===== config.mk =====
export PLATFORM = sky130hd
export DESIGN_NAME = rv_stream_core
export DESIGN_NICKNAME = d
export VERILOG_FILES = /design/src/rtl/core_pkg.sv /design/src/rtl/core_ifs.sv /design/src/rtl/rv_stream_core.sv /design/src/rtl/writeback_port.sv /design/src/rtl/alu_exec.sv /design/src/rtl/operand_fwd.sv /design/src/rtl/inst_decoder.sv
export VERILOG_INCLUDE_DIRS = /design/src /design/src/include
export SDC_FILE = /design/constraint.sdc
export NUM_CORES = 2
export LEC_CHECK = 0
export BUFFER_PORTS_ARGS = -buffer_cell sky130_fd_sc_hd__buf_4
export CAP_MARGIN = 40
export CELL_PAD_IN_SITES_DETAIL_PLACEMENT = 0
export CELL_PAD_IN_SITES_GLOBAL_PLACEMENT = 1
export CORE_MARGIN = 2
export CORE_UTILIZATION = 49
export CTS_CLUSTER_SIZE = 25
export DETAILED_ROUTE_END_ITERATION = 10
export GPL_ROUTABILITY_DRIVEN = 0
export GPL_TIMING_DRIVEN = 1
export PLACE_DENSITY = 0.8
export SYNTH_ARGS = -nofsm -noshare
export SYNTH_HDL_FRONTEND = slang
export SYNTH_SLANG_ARGS = --single-unit

===== constraint.sdc =====
create_clock -name CLK -period 4.8 [get_ports CLK]
set_clock_uncertainty 0.2 [all_clocks]
set_input_delay 0 -clock CLK [delete_from_list [all_inputs] [get_ports CLK]]
set_output_delay 0 -clock CLK [all_outputs]
set_load 0.02 [all_outputs]

===== src/include/core_params.svh =====
`ifndef CORE_PARAMS_SVH
`define CORE_PARAMS_SVH

// Datapath widths
`define CORE_XLEN        32
`define CORE_REG_COUNT   32
`define CORE_REG_ADDR_W  5

// Major opcodes the decoder keeps
`define CORE_OPC_OP      7'h33  // R-type ALU
`define CORE_OPC_OP_IMM  7'h13  // I-type ALU
`define CORE_OPC_LUI     7'h37  // Upper immediate

`endif

===== src/rtl/core_pkg.sv =====
`include "core_params.svh"

package core_pkg;

	// One data word of the execute path
	typedef logic [`CORE_XLEN-1:0] word_t;

	// Raw instruction word, always 32 bits in RV32I
	typedef logic [31:0] inst_t;

	// Register index
	typedef logic [`CORE_REG_ADDR_W-1:0] reg_addr_t;

	// ALU operation
	// Encoding follows {funct7[5], funct3} for the ISA operations
	typedef enum logic [3:0] {
		ALU_ADD    = 4'b0000,
		ALU_SLL    = 4'b0001,
		ALU_SLT    = 4'b0010,
		ALU_SLTU   = 4'b0011,
		ALU_XOR    = 4'b0100,
		ALU_SRL    = 4'b0101,
		ALU_OR     = 4'b0110,
		ALU_AND    = 4'b0111,
		ALU_SUB    = 4'b1000,
		ALU_SRA    = 4'b1101,
		ALU_PASS_B = 4'b1111  // LUI, immediate straight through
	} alu_op_e;

endpackage


===== src/rtl/core_ifs.sv =====
`timescale 1ns/100ps

// Decode to operand stage
interface dec_if import core_pkg::*; ();
	logic      valid;    // Supported instruction in decode
	logic      wr;       // Writes rd
	reg_addr_t rd;
	reg_addr_t rs1;
	reg_addr_t rs2;
	logic      use_imm;  // Immediate replaces rs2 operand
	word_t     imm;      // I-type or U-type immediate
	alu_op_e   alu_op;

	modport src (
		output valid, wr, rd, rs1, rs2, use_imm, imm, alu_op
	);

	modport dst (
		input valid, wr, rd, rs1, rs2, use_imm, imm, alu_op
	);
endinterface

// Execute register contents
// Read by the ALU and by the writeback stage
interface exe_if import core_pkg::*; ();
	logic      valid;
	logic      wr;
	reg_addr_t rd;
	word_t     op_a;     // Forwarded rs1
	word_t     op_b;     // Forwarded rs2 or immediate
	alu_op_e   alu_op;

	modport src (
		output valid, wr, rd, op_a, op_b, alu_op
	);

	modport dst (
		input valid, wr, rd, op_a, op_b, alu_op
	);
endinterface


===== src/rtl/rv_stream_core.sv =====
`timescale 1ns/100ps

module rv_stream_core import core_pkg::*; (
	input              CLK,
	input              arst_n,

	// Instruction stream
	input  logic       in_valid,
	output logic       in_ready,
	input  inst_t      in_inst,

	// Result stream
	output logic       out_valid,
	input  logic       out_ready,
	output reg_addr_t  out_rd,
	output word_t      out_data
);

	logic      stall;       // Whole pipeline holds
	word_t     exe_result;
	logic      wb_en;
	logic      wb_pending;
	reg_addr_t wb_rd;
	word_t     wb_data;

	dec_if dec_bus ();
	exe_if exe_bus ();

	// Output back-pressure freezes every stage
	assign stall    = out_valid && !out_ready;
	assign in_ready = !stall;

	inst_decoder i_decoder (
		.CLK      (CLK),
		.arst_n   (arst_n),
		.stall    (stall),
		.in_valid (in_valid),
		.in_inst  (in_inst),
		.dec      (dec_bus.src)
	);

	operand_fwd i_fwd (
		.CLK        (CLK),
		.arst_n     (arst_n),
		.stall      (stall),
		.dec        (dec_bus.dst),
		.exe        (exe_bus.src),
		.exe_result (exe_result),   // exe -> id path
		.wb_en      (wb_en),
		.wb_rd      (wb_rd),
		.wb_data    (wb_data),
		.wb_pending (wb_pending)
	);

	alu_exec i_alu (
		.exe    (exe_bus.dst),
		.result (exe_result)
	);

	writeback_port i_wb (
		.CLK        (CLK),
		.arst_n     (arst_n),
		.stall      (stall),
		.exe        (exe_bus.dst),
		.result     (exe_result),
		.out_valid  (out_valid),
		.out_ready  (out_ready),
		.out_rd     (out_rd),
		.out_data   (out_data),
		.wb_en      (wb_en),
		.wb_pending (wb_pending),
		.wb_rd      (wb_rd),
		.wb_data    (wb_data)
	);

endmodule


===== src/rtl/writeback_port.sv =====
`timescale 1ns/100ps

module writeback_port import core_pkg::*; (
	input              CLK,
	input              arst_n,
	input  logic       stall,
	exe_if.dst         exe,
	input  word_t      result,      // ALU output for the execute instruction
	output logic       out_valid,
	input  logic       out_ready,
	output reg_addr_t  out_rd,
	output word_t      out_data,
	output logic       wb_en,       // Register file write
	output logic       wb_pending,  // Result held, not yet in register file
	output reg_addr_t  wb_rd,
	output word_t      wb_data
);

	logic      vld_q;
	reg_addr_t rd_q;
	word_t     data_q;
	logic      take;   // Writing instruction leaves execute

	assign take = exe.valid && exe.wr;

	// Result register valid
	always_ff @(posedge CLK or negedge arst_n) begin
		if (!arst_n) begin
			vld_q <= 1'b0;
		end else if (!stall) begin
			vld_q <= take;  // Drops after transfer unless refilled
		end
	end

	// Result payload
	always_ff @(posedge CLK) begin
		if (!stall && take) begin
			rd_q   <= exe.rd;
			data_q <= result;
		end
	end

	// Output side
	assign out_valid = vld_q;
	assign out_rd    = rd_q;
	assign out_data  = data_q;

	// Register file side, written on the output transfer
	assign wb_en      = vld_q && out_ready;
	assign wb_pending = vld_q;
	assign wb_rd      = rd_q;
	assign wb_data    = data_q;

endmodule


===== src/rtl/alu_exec.sv =====
`timescale 1ns/100ps

module alu_exec import core_pkg::*; (
	exe_if.dst         exe,
	output word_t      result
);

	logic [4:0] shamt;   // RV32I shift amount

	assign shamt = exe.op_b[4:0];

	always_comb begin
		case (exe.alu_op)
			ALU_ADD: result = exe.op_a + exe.op_b;
			ALU_SUB: result = exe.op_a - exe.op_b;   // Wraps on underflow
			ALU_SLL: result = exe.op_a << shamt;
			ALU_SRL: result = exe.op_a >> shamt;

			// Arithmetic shift keeps the sign bit
			ALU_SRA: result = word_t'($signed(exe.op_a) >>> shamt);

			// Compares give 0 or 1
			ALU_SLT: result = word_t'($signed(exe.op_a) < $signed(exe.op_b));
			ALU_SLTU: result = word_t'(exe.op_a < exe.op_b);

			ALU_XOR: result = exe.op_a ^ exe.op_b;
			ALU_OR: result = exe.op_a | exe.op_b;
			ALU_AND: result = exe.op_a & exe.op_b;
			ALU_PASS_B: result = exe.op_b;           // LUI
			default: result = '0;
		endcase
	end

endmodule


===== src/rtl/operand_fwd.sv =====
`timescale 1ns/100ps
`include "core_params.svh"

module operand_fwd import core_pkg::*; (
	input              CLK,
	input              arst_n,
	input  logic       stall,
	dec_if.dst         dec,
	exe_if.src         exe,
	input  word_t      exe_result,   // ALU output, first forwarding source
	input  logic       wb_en,        // Register file write strobe
	input  reg_addr_t  wb_rd,
	input  word_t      wb_data,
	input  logic       wb_pending    // Result register not yet written
);

	word_t     rf [`CORE_REG_COUNT];  // Register file, x0 stays zero
	word_t     fwd_a;
	word_t     fwd_b;
	word_t     opb_sel;
	logic      exe_fwd_ok;           // Execute stage carries a register write

	// Execute register
	logic      valid_q;
	logic      wr_q;
	reg_addr_t rd_q;
	word_t     op_a_q;
	word_t     op_b_q;
	alu_op_e   alu_op_q;

	// Register file write on output transfer
	// Cleared on reset so reads start from zero
	always_ff @(posedge CLK or negedge arst_n) begin
		if (!arst_n) begin
			for (int i = 0; i < `CORE_REG_COUNT; i++) begin
				rf[i] <= '0;
			end
		end else if (wb_en && (wb_rd != '0)) begin
			rf[wb_rd] <= wb_data;
		end
	end

	assign exe_fwd_ok = valid_q && wr_q;

	// Operand pick, execute result ahead of the result register
	function automatic word_t fwd_pick(input reg_addr_t rs, input word_t rf_val);
		word_t val;
		if (rs == '0) begin
			val = rf_val;                        // x0, never forwarded
		end else if (exe_fwd_ok && (rd_q == rs)) begin
			val = exe_result;                    // exe -> id
		end else if (wb_pending && (wb_rd == rs)) begin
			val = wb_data;                       // wb -> id
		end else begin
			val = rf_val;
		end
		return val;
	endfunction

	always_comb begin
		fwd_a = fwd_pick(dec.rs1, rf[dec.rs1]);
		fwd_b = fwd_pick(dec.rs2, rf[dec.rs2]);
	end

	assign opb_sel = dec.use_imm ? dec.imm : fwd_b;  // I-type and LUI

	// Execute register control
	always_ff @(posedge CLK or negedge arst_n) begin
		if (!arst_n) begin
			valid_q <= 1'b0;
			wr_q    <= 1'b0;
		end else if (!stall) begin
			valid_q <= dec.valid;
			wr_q    <= dec.wr;
		end
	end

	// Execute register payload
	always_ff @(posedge CLK) begin
		if (!stall) begin
			rd_q     <= dec.rd;
			op_a_q   <= fwd_a;
			op_b_q   <= opb_sel;
			alu_op_q <= dec.alu_op;
		end
	end

	assign exe.valid  = valid_q;
	assign exe.wr     = wr_q;
	assign exe.rd     = rd_q;
	assign exe.op_a   = op_a_q;
	assign exe.op_b   = op_b_q;
	assign exe.alu_op = alu_op_q;

endmodule


===== src/rtl/inst_decoder.sv =====
`timescale 1ns/100ps
`include "core_params.svh"

module inst_decoder import core_pkg::*; (
	input              CLK,
	input              arst_n,
	input  logic       stall,     // Global freeze
	input  logic       in_valid,
	input  inst_t      in_inst,
	dec_if.src         dec
);

	logic       in_q_valid;   // Intake register holds an instruction
	inst_t      in_q;         // Intake register
	logic [6:0] opcode;
	logic [2:0] funct3;
	logic       alt;          // inst[30], picks SUB / SRA
	word_t      imm_i;
	word_t      imm_u;
	alu_op_e    op_sel;
	logic       wr_sel;
	logic       imm_sel;
	word_t      imm_mux;

	// Shared funct3 map for R-type and I-type
	// SUB only exists in R-type, SRA/SRAI in both
	function automatic alu_op_e arith_op(input logic [2:0] f3, input logic bit30,
			input logic is_reg);
		alu_op_e op;
		case (f3)
			3'b000: begin
				if (is_reg && bit30) op = ALU_SUB;
				else op = ALU_ADD;
			end
			3'b001: op = ALU_SLL;
			3'b010: op = ALU_SLT;
			3'b011: op = ALU_SLTU;
			3'b100: op = ALU_XOR;
			3'b101: begin
				if (bit30) op = ALU_SRA;
				else op = ALU_SRL;
			end
			3'b110: op = ALU_OR;
			default: op = ALU_AND;
		endcase
		return op;
	endfunction

	// Intake valid
	always_ff @(posedge CLK or negedge arst_n) begin
		if (!arst_n) begin
			in_q_valid <= 1'b0;
		end else if (!stall) begin
			in_q_valid <= in_valid;  // Empty slot when no input
		end
	end

	// Intake payload, loaded on input transfer only
	always_ff @(posedge CLK) begin
		if (!stall && in_valid) begin
			in_q <= in_inst;
		end
	end

	assign opcode = in_q[6:0];
	assign funct3 = in_q[14:12];
	assign alt    = in_q[30];

	// Immediates
	assign imm_i = {{20{in_q[31]}}, in_q[31:20]};  // Sign extended
	assign imm_u = {in_q[31:12], 12'h000};

	always_comb begin
		wr_sel  = 1'b1;
		imm_sel = 1'b1;
		imm_mux = imm_i;
		op_sel  = ALU_ADD;
		case (opcode)
			`CORE_OPC_OP: begin
				imm_sel = 1'b0;                       // rs2 operand
				op_sel  = arith_op(funct3, alt, 1'b1);
			end
			`CORE_OPC_OP_IMM: op_sel = arith_op(funct3, alt, 1'b0);
			`CORE_OPC_LUI: begin
				imm_mux = imm_u;
				op_sel  = ALU_PASS_B;
			end
			default: wr_sel = 1'b0;                   // Dropped as a bubble
		endcase
	end

	assign dec.valid   = in_q_valid && wr_sel;
	assign dec.wr      = wr_sel;
	assign dec.rd      = in_q[11:7];
	assign dec.rs1     = in_q[19:15];
	assign dec.rs2     = in_q[24:20];
	assign dec.use_imm = imm_sel;
	assign dec.imm     = imm_mux;
	assign dec.alu_op  = op_sel;

endmodule


==> qor.csv <==
metric,value,unit
gr-total-overflow,0,
finalCoreUtilization,55.9,%
synthArstFlopShare,87.9,%
path_buf_inv,4,
syn_avg_cell_area,13.7,sq um
root_buffer,clkbuf_16,
drtPass1Iterations,7,
irDropWorstVdd,0.378,mV
clk_pin_slew,60,ps
p_int,16.9,mW
p_sw,5.51,mW
synth_commonest_cells,"dfrtp_1, mux2_2, mux4_2",
yosys.area_share.simple,4.06,%
cts_sinks,1170,
yosysUniqueCellTypes,80,
synth_top_family_by_area,multiplexers,
core-area,0.141,sq mm
synth_warnings,0,
cts_buffer_depth,3,
crit_path_start_kind,register,
setup_violations,0,
switching_share,24.6,%
arrival,5040,ps
synth_most_common_cell,dfrtp_1,
die_area,0.145,sq mm
grt_pass1_vias,49200,
synth_xor_area_share,0.467,%
fin_crit_sh,99.0,%
rsz0062_at_grt,yes,
grt_max_degree,189,
synth_top_area_share,37.1,%
hp-start,i_fwd.rf[1022]$_DFFE_PN0P_,
area_delta_synth_final,13.7,%
fin_tns_setup,0,ps
rr_worst_depth,14,
rr_startpoint,i_fwd.exe.op_a[0]$_DFFE_PN_,
p_per_area,284,mW/mm^2
die_h,380,um
start_util,49.2,%
netlist_instances,5046,
ys.flop_type,dfrtp_1,
cp_slowest_cell,a2111oi_1,
status,completed,
hp-class,register to register,
dr.max_layer_used,met5,
hold_violations,0,
synth_area_leaders,"dfrtp_1, mux4_2, mux2_2",
wirelength,227,mm
routedWlPerCell,32.2,um
critPathKind,register to register,
tightestPinTransition,1250,ps
whs_path_depth,0,
antenna_found_initial,8,
synthesis.nets,5187,
crit_chain,"inv_1, ha_1, fa_1, o21bai_1, a211oi_1, o211ai_1, a41oi_1, buf_4, o41ai_2, buf_4, a31oi_1, a2111oi_1, buf_4, o221ai_1",
synth.cell_area,0.0694,sq mm
synth_edf_count,142,
cts_inserted_buffers,134,
critPathMaxStageDelay,560,ps
report.final.slew_viol_count,0,
ys_ff_latch,1170,
row_count,138,
ant_nets,0,
r2r_end,i_fwd.exe.op_b[0]$_DFFE_PN_,
required,5090,ps
met1_length,88.6,mm
viasPerCell,6.92,
period_needed,4750,ps
reg2reg_slack,50,ps
grt_first_pass_wirelength,336,mm
clk-insertion-delay-late,810,ps
leakage,34.9,nW
synth.area.mux_share,40.5,%
cts_tree,built,
layout-drive-gt1-share,44.5,%
portBuffers,74,
drc_errors,0,
drt_iter0_markers,6228,
crit_top_cell,buf_4,
seq_area_frac_synth,43.2,%
grtUsageTotal,31.4,%
ioPinCount,75,
yosys.area_share.adder,1.92,%
num_vias,48800,
worst_setup_path_end_kind,register,
power.share.clock,47.4,%
drv_cap,0,
worstPathMaxFanout,5,
fmax,210,MHz
cts_setup_buffers,0,
dp_hpwl,147,mm
wl_met2,102,mm
final_nets,5189,
synth-compound-area-share,6.37,%
ctsHtreeMaxLevel,4,
cpLargestDelayFamily,compound AO/OA/AOI/OAI gates,
die_w,380,um
synth_area_leader_cell,dfrtp_1,
seqPwrFrac,45.4,%
hold_path_end,i_fwd.rf[1022]$_DFFE_PN0P_,
comb_power_share,7.2,%
dr_wl_met3,26.3,mm
slew_headroom,16.5,%
-- cell type report --
type / instances / area (sq um)
inverter: 112 / 420
multi-input combinational: 3238 / 37200
fill: 11100 / 62200
timing repair buffer: 392 / 4320
antenna: 3 / 7.51
clock inverter: 46 / 581
tap: 1890 / 2360
clock buffer: 194 / 4000
sequential: 1170 / 30000
-- repair_timing --
item | CTS | global route
resized for setup | 0 | 1
hold endpoints to repair | 1121 | 0
hold buffers | 70 | 0
setup endpoints to repair | 0 | 5
-- how the worst max path moves through the flow --
| stage | startpoint | endpoint | slack [ps] | cells after the start |
|---|---|---|---|---|
| after floorplan | i_fwd.exe.op_b[2]$_DFFE_PN_ | i_fwd.exe.op_a[30]$_DFFE_PN_ | 20 | 17 |
| after global placement | i_fwd.exe.op_a[0]$_DFFE_PN_ | i_fwd.exe.op_a[30]$_DFFE_PN_ | 330 | 14 |
| after detailed placement | i_fwd.exe.op_a[0]$_DFFE_PN_ | i_fwd.exe.op_b[0]$_DFFE_PN_ | 200 | 14 |
| after CTS | i_fwd.exe.op_a[0]$_DFFE_PN_ | i_fwd.exe.op_b[0]$_DFFE_PN_ | 140 | 14 |
| after global routing | i_fwd.exe.op_a[0]$_DFFE_PN_ | i_fwd.exe.op_b[0]$_DFFE_PN_ | -50 | 14 |
| final | i_fwd.exe.op_a[0]$_DFFE_PN_ | i_fwd.exe.op_b[0]$_DFFE_PN_ | 50 | 14 |
-- stage by stage --
stage	area, sq um	setup slack, ps	hold slack (ps)	instances	total power [mW]
after global placement	72600	333	-156	6688	11.9
after floorplan	69400	18.2	-496	5046	11.3
final	78900	45.8	193	7045	22.4
after global routing	78900	-49.5	202	7043	23.1
after CTS	78900	139	183	7042	22.6
after detailed placement	73600	205	-153	6732	11.9
-- registers in the layout (all words and copies together) (netlist names) --
signal                flops
i_wb.out_valid            1
i_fwd.exe.valid           1
i_decoder.in_q           32
i_wb.out_data            32
i_fwd.exe.rd              5
i_fwd.exe.op_b           32
i_fwd.exe.alu_op          4
i_wb.out_rd               5
i_fwd.exe.op_a           32
i_fwd.rf               1024
i_fwd.exe.wr              1
i_decoder.in_q_valid      1
-- placed cells by master, fill, tap and decap left out, types with 130 or more instances in the layout --
cell       Yosys  layout
o21ai_0      130     130
edfxtp_1     142     142
mux4_2       699     699
nand2_1      167     159
buf_4          3     237
mux2_2      1002    1002
a21oi_1      193     193
dfrtp_1     1028    1028
clkbuf_16      0     140
nor2_1       244     225
-- cells by family (layout without fill, tap and decap cells) --
group	Yosys count	in the layout
AOI/OAI and AO/OA	672	672
xor gates and xnor gates	37	37
adders and majority gates	105	105
buffers and inverters	638	744
DFF	1170	1170
muxes	1799	1799
other	0	3
and+or+nand+nor	625	625
-- per-layer routing --
metal  GRT usage (%)  vias up
met3            8.53      636
met4            12.6        8
li1                -    19600
met1            43.8    25600
met2            46.8     2904
met5               0        -
-- power by group through the flow --
stage               Sequential [mW]  Combinational, mW  Clock, mW
detailed placement             10.4               1.54          0
floorplan                      10.3              0.934          0
global route                   10.2               1.71       11.2
finish                         10.2               1.61       10.6
global placement               10.4               1.53          0
CTS                            10.2               1.60       10.8
(Power assumes the default switching activity.)
